--- config.mk ---
export PLATFORM = sky130hd
export DESIGN_NAME = decodeStage
export DESIGN_NICKNAME = d
export VERILOG_FILES = /design/src/logic/decodePkg.sv /design/src/logic/branchUnit.sv /design/src/logic/decodeStage.sv /design/src/logic/fdRegister.sv /design/src/logic/instrDecoder.sv /design/src/logic/regFile.sv
export VERILOG_INCLUDE_DIRS = /design/src /design/src/include
export SDC_FILE = /design/constraint.sdc
export NUM_CORES = 2
export LEC_CHECK = 0
export BUFFER_PORTS_ARGS = -buffer_cell sky130_fd_sc_hd__clkbuf_2
export CAP_MARGIN = 20
export CORE_UTILIZATION = 52
export CTS_BUF_LIST = sky130_fd_sc_hd__clkbuf_4
export DETAILED_ROUTE_END_ITERATION = 7
export MAX_ROUTING_LAYER = met4
export PLACE_DENSITY = 0.66
export SYNTH_ARGS = -nofsm -noshare
export SYNTH_HDL_FRONTEND = slang
export SYNTH_SLANG_ARGS = --single-unit
--- constraint.sdc ---
create_clock -name clk -period 42.9 [get_ports clk]
set_clock_uncertainty 0.2 [all_clocks]
set_input_delay 0 -clock clk [delete_from_list [all_inputs] [get_ports clk]]
set_output_delay 0 -clock clk [all_outputs]
set_load 0.02 [all_outputs]
--- src/include/isaCodes.svh ---
// MIPS32-style opcode and funct values for the decoded subset only; 100111 is xnor here, not nor
`ifndef ISA_CODES_SVH
`define ISA_CODES_SVH

// primary opcode field, instr[31:26]
localparam logic [5:0] OP_RTYPE = 6'b000000;
localparam logic [5:0] OP_JAL   = 6'b000011;
localparam logic [5:0] OP_BEQ   = 6'b000100;
localparam logic [5:0] OP_BNE   = 6'b000101;
localparam logic [5:0] OP_ADDI  = 6'b001000;
localparam logic [5:0] OP_SLTI  = 6'b001010;
localparam logic [5:0] OP_ANDI  = 6'b001100;
localparam logic [5:0] OP_ORI   = 6'b001101;
localparam logic [5:0] OP_XORI  = 6'b001110;
localparam logic [5:0] OP_LUI   = 6'b001111;
localparam logic [5:0] OP_LW    = 6'b100011;
localparam logic [5:0] OP_SW    = 6'b101011;

// funct field of R-type, instr[5:0]
localparam logic [5:0] FN_NOP   = 6'b000000;
localparam logic [5:0] FN_MFHI  = 6'b010000;
localparam logic [5:0] FN_MFLO  = 6'b010010;
localparam logic [5:0] FN_MULT  = 6'b011000;
localparam logic [5:0] FN_MULTU = 6'b011001;
localparam logic [5:0] FN_ADD   = 6'b100000;
localparam logic [5:0] FN_SUB   = 6'b100010;
localparam logic [5:0] FN_AND   = 6'b100100;
localparam logic [5:0] FN_OR    = 6'b100101;
localparam logic [5:0] FN_XOR   = 6'b100110;
localparam logic [5:0] FN_XNOR  = 6'b100111;
localparam logic [5:0] FN_SLT   = 6'b101010;

// writeback source, one bit per source
localparam logic [3:0] WB_LINK  = 4'b0000; // with regWrite set, write pc+4
localparam logic [3:0] WB_ALU   = 4'b0001;
localparam logic [3:0] WB_MEM   = 4'b0010;
localparam logic [3:0] WB_HI    = 4'b0100;
localparam logic [3:0] WB_LO    = 4'b1000;

`endif

--- src/logic/decodePkg.sv ---
// widths are fixed by the 32-bit instruction set; the include path must reach include/
package decodePkg;

  typedef logic [31:0] word_t;      // data word, instruction or address
  typedef logic [4:0]  regAddr_t;   // register number
  typedef logic [2:0]  aluCtrl_t;
  typedef logic [1:0]  aluSrc_t;
  typedef logic [1:0]  branchSel_t; // bit 0 beq, bit 1 bne
  typedef logic [3:0]  wbSrc_t;

  `include "isaCodes.svh"

  // alu operation codes, as expected by execute
  localparam aluCtrl_t ALU_AND  = 3'd0;
  localparam aluCtrl_t ALU_OR   = 3'd1;
  localparam aluCtrl_t ALU_ADD  = 3'd2;
  localparam aluCtrl_t ALU_XOR  = 3'd3;
  localparam aluCtrl_t ALU_XNOR = 3'd4;
  localparam aluCtrl_t ALU_SUB  = 3'd5;
  localparam aluCtrl_t ALU_SLT  = 3'd6;
  localparam aluCtrl_t ALU_LUI  = 3'd7;

  // second alu operand
  localparam aluSrc_t SRC_REG  = 2'd0;
  localparam aluSrc_t SRC_SIMM = 2'd1; // sign-extended immediate
  localparam aluSrc_t SRC_ZIMM = 2'd2; // zero-extended immediate

  localparam branchSel_t BR_NONE = 2'b00;
  localparam branchSel_t BR_BEQ  = 2'b01;
  localparam branchSel_t BR_BNE  = 2'b10;

endpackage

--- src/logic/branchUnit.sv ---
// forwarding only from the memory stage; an execute-stage dependency must be stalled outside
`timescale 1ns/1ps

module branchUnit import decodePkg::*; (
  input  word_t       rd1,
  input  word_t       rd2,
  input  word_t       aluOutM,
  input  word_t       pcPlus4D,
  input  word_t       signImm,
  input  logic        forwardA,
  input  logic        forwardB,
  input  branchSel_t  branch,
  input  logic [25:0] jumpIndex,
  output word_t       srcA,
  output word_t       srcB,
  output word_t       pcBranch,
  output logic [27:0] jumpDst,
  output logic        pcSrc
);

  logic sameOps;

  // operands, newest value from memory stage wins
  assign srcA = forwardA ? aluOutM : rd1;
  assign srcB = forwardB ? aluOutM : rd2;

  // early resolution in decode
  assign sameOps = (srcA == srcB);
  assign pcSrc   = ((branch == BR_BEQ) && sameOps) ||
                   ((branch == BR_BNE) && !sameOps);

  // word offset relative to pc+4
  assign pcBranch = pcPlus4D + {signImm[29:0], 2'b00};

  assign jumpDst = {jumpIndex, 2'b00}; // upper pc bits added in fetch

  // both kinds at once would silently resolve as not taken
  always_comb
  begin
    oneBranch: assert (branch != 2'b11)
      else $error("beq and bne selected together");
  end

endmodule

--- src/logic/decodeStage.sv ---
// hazard detection and forward selects come from outside; jumpDstD lacks the upper pc bits
`timescale 1ns/1ps

module decodeStage import decodePkg::*; (
  input  logic        clk,
  input  logic        reset,
  input  word_t       instrF,
  input  word_t       pcPlus4F,
  input  logic        stallD,
  input  logic        forwardAD,
  input  logic        forwardBD,
  input  word_t       aluOutM,
  input  logic        regWriteW,
  input  regAddr_t    writeRegW,
  input  word_t       resultW,
  output logic        regWriteD,
  output logic        memWriteD,
  output logic        regDstD,
  output logic        jumpD,
  output logic        multStartD,
  output logic        multSgnD,
  output wbSrc_t      wbSrcD,
  output aluCtrl_t    aluCtrlD,
  output aluSrc_t     aluSrcD,
  output branchSel_t  branchD,
  output regAddr_t    rsD,
  output regAddr_t    rtD,
  output regAddr_t    rdD,
  output word_t       signImmD,
  output word_t       zeroImmD,
  output word_t       rd1D,
  output word_t       rd2D,
  output word_t       pcPlus4D,
  output word_t       pcBranchD,
  output logic [27:0] jumpDstD,
  output logic        pcSrcD
);

  word_t       instrD;
  word_t       rfRd1;
  word_t       rfRd2;
  logic        flushD;
  logic [15:0] immD;
  logic [25:0] jumpIndexD;

  // instruction fields
  assign rsD        = instrD[25:21];
  assign rtD        = instrD[20:16];
  assign rdD        = instrD[15:11];
  assign immD       = instrD[15:0];
  assign jumpIndexD = instrD[25:0];

  assign signImmD = {{16{immD[15]}}, immD};
  assign zeroImmD = {16'h0000, immD};

  // wrong-path fetch after jal or a taken branch
  assign flushD = jumpD || (pcSrcD && (branchD != BR_NONE));

  fdRegister fdReg_i (
    .clk(clk), .reset(reset), .stallD(stallD), .flush(flushD),
    .instrF(instrF), .pcPlus4F(pcPlus4F), .instrD(instrD), .pcPlus4D(pcPlus4D)
  );

  instrDecoder decoder_i (
    .op(instrD[31:26]), .funct(instrD[5:0]),
    .regWriteD(regWriteD), .memWriteD(memWriteD), .regDstD(regDstD), .jumpD(jumpD),
    .multStartD(multStartD), .multSgnD(multSgnD), .wbSrcD(wbSrcD),
    .aluCtrlD(aluCtrlD), .aluSrcD(aluSrcD), .branchD(branchD)
  );

  regFile regs_i (
    .clk(clk), .reset(reset), .we(regWriteW), .ra1(rsD), .ra2(rtD),
    .wa(writeRegW), .wd(resultW), .rd1(rfRd1), .rd2(rfRd2)
  );

  branchUnit branch_i (
    .rd1(rfRd1), .rd2(rfRd2), .aluOutM(aluOutM), .pcPlus4D(pcPlus4D),
    .signImm(signImmD), .forwardA(forwardAD), .forwardB(forwardBD),
    .branch(branchD), .jumpIndex(jumpIndexD), .srcA(rd1D), .srcB(rd2D),
    .pcBranch(pcBranchD), .jumpDst(jumpDstD), .pcSrc(pcSrcD)
  );

endmodule

--- src/logic/fdRegister.sv ---
// flush must already include the branch-taken and jump terms; flush beats stall
`timescale 1ns/1ps

module fdRegister import decodePkg::*; (
  input  logic  clk,
  input  logic  reset,
  input  logic  stallD,
  input  logic  flush,
  input  word_t instrF,
  input  word_t pcPlus4F,
  output word_t instrD,
  output word_t pcPlus4D
);

  logic pendFlush; // flush seen while stalled, clear once more

  always_ff @(posedge clk or posedge reset)
  begin
    if (reset)
    begin
      instrD    <= '0;
      pcPlus4D  <= '0;
      pendFlush <= 1'b0;
    end
    else if (flush || pendFlush)
    begin
      instrD    <= '0; // all-zero word decodes as nop
      pcPlus4D  <= '0;
      pendFlush <= flush && stallD;
    end
    else if (!stallD)
    begin
      instrD   <= instrF;
      pcPlus4D <= pcPlus4F;
    end
  end

  // a flush clears decode, and once more at the next edge if it came during a stall
  flushClears: assert property (@(posedge clk) disable iff (reset)
    ($past(flush) || $past(flush && stallD, 2)) |-> instrD == '0)
    else $error("instrD not cleared after flush");

endmodule

--- src/logic/instrDecoder.sv ---
// purely combinational; unsupported opcodes and functs give an all-zero control word
`timescale 1ns/1ps

module instrDecoder import decodePkg::*; (
  input  logic [5:0]  op,
  input  logic [5:0]  funct,
  output logic        regWriteD,
  output logic        memWriteD,
  output logic        regDstD,
  output logic        jumpD,
  output logic        multStartD,
  output logic        multSgnD,
  output wbSrc_t      wbSrcD,
  output aluCtrl_t    aluCtrlD,
  output aluSrc_t     aluSrcD,
  output branchSel_t  branchD
);

  logic [16:0] ctrl;

  // field order of the control word
  assign {regWriteD, wbSrcD, memWriteD, aluCtrlD, aluSrcD,
          regDstD, branchD, jumpD, multStartD, multSgnD} = ctrl;

  always_comb
  begin
    ctrl = '0;
    if (op == OP_RTYPE)
    begin
      case (funct)
        FN_NOP:   ctrl = '0;
        FN_ADD:   ctrl = {1'b1, WB_ALU, 1'b0, ALU_ADD, SRC_REG, 1'b1, BR_NONE, 3'b000};
        FN_SUB:   ctrl = {1'b1, WB_ALU, 1'b0, ALU_SUB, SRC_REG, 1'b1, BR_NONE, 3'b000};
        FN_AND:   ctrl = {1'b1, WB_ALU, 1'b0, ALU_AND, SRC_REG, 1'b1, BR_NONE, 3'b000};
        FN_OR:    ctrl = {1'b1, WB_ALU, 1'b0, ALU_OR, SRC_REG, 1'b1, BR_NONE, 3'b000};
        FN_XOR:   ctrl = {1'b1, WB_ALU, 1'b0, ALU_XOR, SRC_REG, 1'b1, BR_NONE, 3'b000};
        FN_XNOR:  ctrl = {1'b1, WB_ALU, 1'b0, ALU_XNOR, SRC_REG, 1'b1, BR_NONE, 3'b000};
        FN_SLT:   ctrl = {1'b1, WB_ALU, 1'b0, ALU_SLT, SRC_REG, 1'b1, BR_NONE, 3'b000};
        // multiplier start, no register write from decode
        FN_MULT:  ctrl = {1'b0, 4'b0000, 1'b0, 3'b000, SRC_REG, 1'b0, BR_NONE, 3'b011};
        FN_MULTU: ctrl = {1'b0, 4'b0000, 1'b0, 3'b000, SRC_REG, 1'b0, BR_NONE, 3'b010};
        FN_MFHI:  ctrl = {1'b1, WB_HI, 1'b0, 3'b000, SRC_REG, 1'b1, BR_NONE, 3'b000};
        FN_MFLO:  ctrl = {1'b1, WB_LO, 1'b0, 3'b000, SRC_REG, 1'b1, BR_NONE, 3'b000};
        default:  ctrl = '0;
      endcase
    end
    else
    begin
      case (op)
        OP_ADDI: ctrl = {1'b1, WB_ALU, 1'b0, ALU_ADD, SRC_SIMM, 1'b0, BR_NONE, 3'b000};
        OP_ANDI: ctrl = {1'b1, WB_ALU, 1'b0, ALU_AND, SRC_ZIMM, 1'b0, BR_NONE, 3'b000};
        OP_ORI:  ctrl = {1'b1, WB_ALU, 1'b0, ALU_OR, SRC_ZIMM, 1'b0, BR_NONE, 3'b000};
        OP_XORI: ctrl = {1'b1, WB_ALU, 1'b0, ALU_XOR, SRC_ZIMM, 1'b0, BR_NONE, 3'b000};
        OP_SLTI: ctrl = {1'b1, WB_ALU, 1'b0, ALU_SLT, SRC_SIMM, 1'b0, BR_NONE, 3'b000};
        OP_LUI:  ctrl = {1'b1, WB_ALU, 1'b0, ALU_LUI, SRC_SIMM, 1'b0, BR_NONE, 3'b000};
        OP_LW:   ctrl = {1'b1, WB_MEM, 1'b0, ALU_ADD, SRC_SIMM, 1'b0, BR_NONE, 3'b000};
        OP_SW:   ctrl = {1'b0, 4'b0000, 1'b1, ALU_ADD, SRC_SIMM, 1'b0, BR_NONE, 3'b000};
        // link write of pc+4, register choice left to later stages
        OP_JAL:  ctrl = {1'b1, WB_LINK, 1'b0, 3'b000, SRC_REG, 1'b0, BR_NONE, 3'b100};
        OP_BEQ:  ctrl = {1'b0, 4'b0000, 1'b0, ALU_SUB, SRC_REG, 1'b0, BR_BEQ, 3'b000};
        OP_BNE:  ctrl = {1'b0, 4'b0000, 1'b0, ALU_SUB, SRC_REG, 1'b0, BR_BNE, 3'b000};
        default: ctrl = '0;
      endcase
    end
  end

endmodule

--- src/logic/regFile.sv ---
// write on falling edge so a same-cycle read sees new data; register 0 is hardwired to zero
`timescale 1ns/1ps

module regFile import decodePkg::*; (
  input  logic     clk,
  input  logic     reset,
  input  logic     we,
  input  regAddr_t ra1,
  input  regAddr_t ra2,
  input  regAddr_t wa,
  input  word_t    wd,
  output word_t    rd1,
  output word_t    rd2
);

  word_t regs [32];

  // writeback port, half a cycle ahead of the next rising edge
  always_ff @(negedge clk or posedge reset)
  begin
    if (reset)
    begin
      for (int i = 0; i < 32; i++)
      begin
        regs[i] <= '0;
      end
    end
    else if (we && wa != '0)
    begin
      regs[wa] <= wd;
    end
  end

  assign rd1 = (ra1 != '0) ? regs[ra1] : '0;
  assign rd2 = (ra2 != '0) ? regs[ra2] : '0; // $zero

endmodule

# Word-level counts from Yosys, hierarchy flattened
# Index checks and enable logic that the tools add are counted.
[totals]
elab_cells = 104
regBits = 1089
input_bits = 139
[op_classes]
n_addsub = 1
eq_ne = 26
magnitude_cmp = 4
mux = 20
n_reduce_logical = 15
bitwise = 3
[op_table]
columns = ["operator", "n"]
rows = [
  ["1024-bit bitwise mux", 1],
  ["32-bit 2-to-1 mux", 13],
  ["17-bit one-hot mux with 11 select lines", 2],
  ["32-bit binary-select mux with 5-bit select", 2],
  ["32-bit demux with 5-bit select", 1],
  ["6-bit == test (second input constant)", 9],
  ["6-bit by 4-bit == test with 1-bit output (second input constant)", 6],
  ["32-bit adder", 1],
  ["32-bit == test", 1],
  ["6-bit by 5-bit == test with 1-bit output (second input constant)", 4],
  ["6-bit greater-or-equal comparator (second input constant)", 3],
  ["5-bit inverter with 6-bit output", 3],
  ["17-bit 2-to-1 mux", 1],
  ["5-bit nonzero test", 3],
  ["6-bit by 3-bit == test with 1-bit output (second input constant)", 2],
  ["6-bit by 2-bit == test with 1-bit output (second input constant)", 1],
  ["1-bit logical AND", 6],
  ["6-bit zero test", 1],
  ["6-bit by 1-bit less-than comparator with 1-bit output (second input constant)", 1],
  ["1-bit logical OR", 3],
  ["2-bit by 1-bit == test with 1-bit output (second input constant)", 1],
  ["2-bit == test (second input constant)", 1],
  ["2-bit by 1-bit inequality test with 1-bit output (second input constant)", 1],
  ["2-bit nonzero test", 1],
  ["1-bit zero test", 1],
]

# Depth between registers and ports, before layout
[depth]
ltp_word = 14
mapped_depth = 19
mapped_depth_nobuf = 14

# By module
# From an unflattened synthesis, not the netlist that was laid out.
[unflattened]
cells_unflattened = 4527
hier_area_um2 = 61976.9
[modules_own_cells]
columns = ["module", "n_inst", "cells_per_inst", "area_per_inst_um2", "seq_area_each_um2"]
rows = [
  ["regFile", 1, 3689, 54736.2, 25624.6],
  ["branchUnit", 1, 503, 3759.9, 0.0],
  ["fdRegister", 1, 210, 2650.0, 1626.6],
  ["instrDecoder", 1, 69, 417.9, 0.0],
  ["decodeStage", 1, 56, 412.9, 0.0],
]

==> flow_metrics.env <==
export IMPL_cts_root_buf="clkbuf_4"
export IMPL_drive_gt1_frac=0.475
export IMPL_worstPathMaxFanout=66
export IMPL_synth_simple_gate_area_frac=0.0473
export IMPL_synth_main_ff_cell="dfrtn_1"
export IMPL_synth_seq_cells=1089
export IMPL_synth_compound_area_share=0.0546
export IMPL_die_height_um=344
export IMPL_multi_input_area_um2=31200
export IMPL_path_delay_family="simple AND/OR/NAND/NOR gates"
export IMPL_final_setup_viol_count=0
export IMPL_port_buffers=373
export IMPL_path_buf_inv=2
export IMPL_drtIter0Drc=5171
export IMPL_cts_setup_buffers=0
export IMPL_holdPathStages=0
export IMPL_worst_ep_arrival_time_ps=27920
export IMPL_p_seq_frac=0.386
export IMPL_drc=0
export IMPL_finalNetCount=5198
export IMPL_clock_latency_ps=1240
export IMPL_swShare=0.357
export IMPL_grt_pass1_wl_um=311000
export IMPL_ir_drop_mv=0.0399
export IMPL_clock_power_share=0.260
export IMPL_core_region_area_um2=116000
export IMPL_final_cells=6772
export IMPL_cts_buffer_depth=4
export IMPL_vias=45707
export IMPL_switchingPower_mw=1.31
export IMPL_antenna_found_initial=15
export IMPL_detail_route_first_pass_iterations=7
export IMPL_dp_cells=5975
export IMPL_hold_path_class="flop to flop"
export IMPL_p_per_area_nw_per_um2=52.6
export IMPL_routed_wl_um=215000
export IMPL_cpMaxStageDelayCell="nor4_1"
export IMPL_drv_slew=0
export IMPL_crit_path_end_kind="output pin"
export IMPL_cts_sinks=1089
export IMPL_hold_path_end="regs_i.regs[1003]"
export IMPL_holdCritStartpoint="regs_i.regs[1003]"
export IMPL_vias_per_cell=6.75
export IMPL_rsz0062_at_grt="false"
export IMPL_register_area_um2=27300
export IMPL_crit_path_start_kind="flop"
export IMPL_internal_power_mw=2.36
export IMPL_die_w_um=344
export IMPL_synth_edf_count=0
export IMPL_leakage_nw=31.2
export IMPL_synth_top_family_by_area="multiplexers"
export IMPL_syn_area_per_cell_um2=13.6
export IMPL_r2r_cells=13
export IMPL_crit_start="regs_i.regs[285]"
export IMPL_rows=125
export IMPL_critical_path_cell_chain="mux4_2 > mux4_2 > a22o_1 > a21o_1 > xnor2_1 > o2111ai_1 > nor4_1 > nand4_1 > or4_1 > a21oi_4 > buf_4 > clkbuf_2"
export IMPL_synthDominantCellAreaShare=0.420
export IMPL_ys_top_cells_by_area="dfrtn_1, mux2_2, mux4_2"
export IMPL_clk_pin_slew_ps=50
export IMPL_status="complete, no violations"
export IMPL_yosysWarnings=0
export IMPL_critical_path_max_stage_delay_ps=860
export IMPL_cts_buffers=315
export IMPL_initial_core_util=0.525
export IMPL_path_class="flop to output pin"
export IMPL_crit_path_frequent_cell="mux4_2"
export IMPL_synth_cell_area_um2=61000
export IMPL_yosysSeqAreaShare=0.447
export IMPL_nFillCells=9128
export IMPL_drv_cap=0
export IMPL_worst_pin_slew_ps=1230
export IMPL_reg2reg_from="regs_i.regs[285]"
export IMPL_comb_power_share=0.355
export IMPL_synth_cell_types=74
export IMPL_area_delta_synth_final_pct=14.4
export IMPL_first_global_vias=45847
export IMPL_async_flop_share=1.00
export IMPL_synth_fa_ha_area_frac=0.00628
export IMPL_grt_max_degree=160
export IMPL_dieArea_um2=119000
export IMPL_gp_congestion=0.899
export IMPL_fin_tns_setup_ps=0
export IMPL_ios=392
export IMPL_routedWlPerCell_um=31.8
export IMPL_crit_required_ps=42700
export IMPL_muxShareOfSynthArea=0.394
export IMPL_slew_headroom=0.181
export IMPL_detailed_place_hpwl_um=124000
export IMPL_grt_usage=0.374
export IMPL_htreeDepth=5
export IMPL_yosysTopAreaCell="dfrtn_1"
export IMPL_grt_ovfl_total=0
export IMPL_synth_cells=4490
export IMPL_ant_nets=0
export IMPL_tritoncts="built"
export IMPL_hold_violations=0
export IMPL_synthXorXnorAreaFrac=0.00503
export IMPL_r2r_slack_ps=15400
export IMPL_reg2reg_to="fdReg_i.pcPlus4D[2]"
-- worst register-to-register path: cells and delay by family (launching register included) --
family | cells | cell delay [ps]
buffers and inverters | 2 | 1250
flip-flops | 1 | 350
AO/OA/AOI/OAI | 4 | 760
multiplexers | 2 | 950
XOR/XNOR | 1 | 540
AND/OR/NAND/NOR | 4 | 1970
-- cell usage after synthesis, types with 12 or more instances --
| cell type | n |
|---|---|
| a211o_1 | 13 |
| a211oi_1 | 27 |
| a21o_1 | 21 |
| a21oi_1 | 90 |
| a221oi_1 | 12 |
| a22o_1 | 15 |
| a22oi_1 | 88 |
| and2_1 | 13 |
| and3_1 | 23 |
| buf_1 | 62 |
| buf_2 | 59 |
| buf_4 | 129 |
| buf_6 | 12 |
| clkbuf_1 | 278 |
| dfrtn_1 | 1024 |
| dfrtp_1 | 65 |
| ha_1 | 29 |
| inv_1 | 21 |
| mux2_2 | 1012 |
| mux2i_1 | 247 |
| mux4_2 | 452 |
| nand2_1 | 175 |
| nand2b_1 | 29 |
| nand3_1 | 39 |
| nor2_1 | 104 |
| nor2b_1 | 23 |
| nor3_1 | 31 |
| nor4_1 | 75 |
| o211ai_1 | 13 |
| o21ai_0 | 35 |
| o22ai_1 | 85 |
| or2_2 | 12 |
| xnor2_1 | 23 |
| xor2_1 | 12 |
-- registers in the layout (all words and copies together) (netlist names) --
| register | cells |
|---|---|
| fdReg_i.instrD | 32 |
| fdReg_i.pcPlus4D | 32 |
| fdReg_i.pendFlush | 1 |
| regs_i.regs | 1024 |
-- layout make-up --
class                   instances  area share
clock inverters                66     0.00513
multi-input cells            2853       0.448
clock buffers                 449      0.0483
repair buffers                745      0.0779
flip-flops and latches       1089       0.391
well taps                    1524      0.0273
diodes                         21    0.000754
inverters                      25     0.00140
-- placed cells by master, fill, tap and decap left out, drive strengths merged, types with 39 or more instances in the layout --
cell | synthesis | final
dfrtp | 65 | 65
dlygate4sd3 | 0 | 260
nand2 | 175 | 175
clkinv | 4 | 57
nor4 | 75 | 75
mux4 | 452 | 452
nand3 | 39 | 39
o22ai | 85 | 85
buf | 262 | 115
a21oi | 90 | 90
clkbuf | 278 | 819
dfrtn | 1024 | 1024
nor2 | 104 | 104
a22oi | 88 | 88
mux2i | 247 | 247
mux2 | 1012 | 1012
-- worst max-delay path by stage --
stage | slack (ps) | cells past startpoint | end
after floorplan | 6630 | 1 | regs_i.regs[0]
after global placement | 16250 | 12 | pcSrcD
after detailed placement | 16150 | 12 | fdReg_i.pcPlus4D[15]
after CTS | 14990 | 12 | pcSrcD
after global routing | 14650 | 12 | pcSrcD
final | 14780 | 12 | pcSrcD
-- per-layer routing --
layer / GRT usage / part of all wire
met4: 0.167 / 0.046
met5: - / 0
met1: 0.498 / 0.39
met2: 0.541 / 0.45
met3: 0.0972 / 0.11
-- power by group through the flow --
stage	clock network, mW	logic, mW	registers [mW]
CTS	0.964	1.27	1.40
finish	0.952	1.30	1.41
detailed placement	0	1.23	1.42
floorplan	0	0.918	1.37
global route	1.02	1.37	1.44
global placement	0	1.21	1.41
-- stage by stage --
step	hold slack, ps	util	setup WS, ps	cell area [um2]	power [mW]
floorplan	-25.4	-	6630	61000	2.29
global placement	92.4	0.545	16250	63300	2.62
detailed placement	95.1	0.545	16150	63300	2.65
CTS	143	0.599	14990	69700	3.64
global route	150	0.600	14650	69700	3.83
finish	142	0.600	14780	69700	3.67
-- cell families (layout without fill, tap and decap cells) --
logic type                 count (synthesis)  in the layout
muxes                                   1711           1711
adders and majority gates                 30             30
AOI/OAI and AO/OA                        483            483
buffers and inverters                    565           1285
other                                      1             39
and+or+nand+nor                          576            576
xor gates and xnor gates                  35             35
DFF                                     1089           1089
-- repair_timing --
action                                 CTS  global route
hold buffers                           260             0
gates resized for setup                  0             0
endpoints found under the hold margin   67             0
Note: power is estimated with default switching activity, not from simulation.
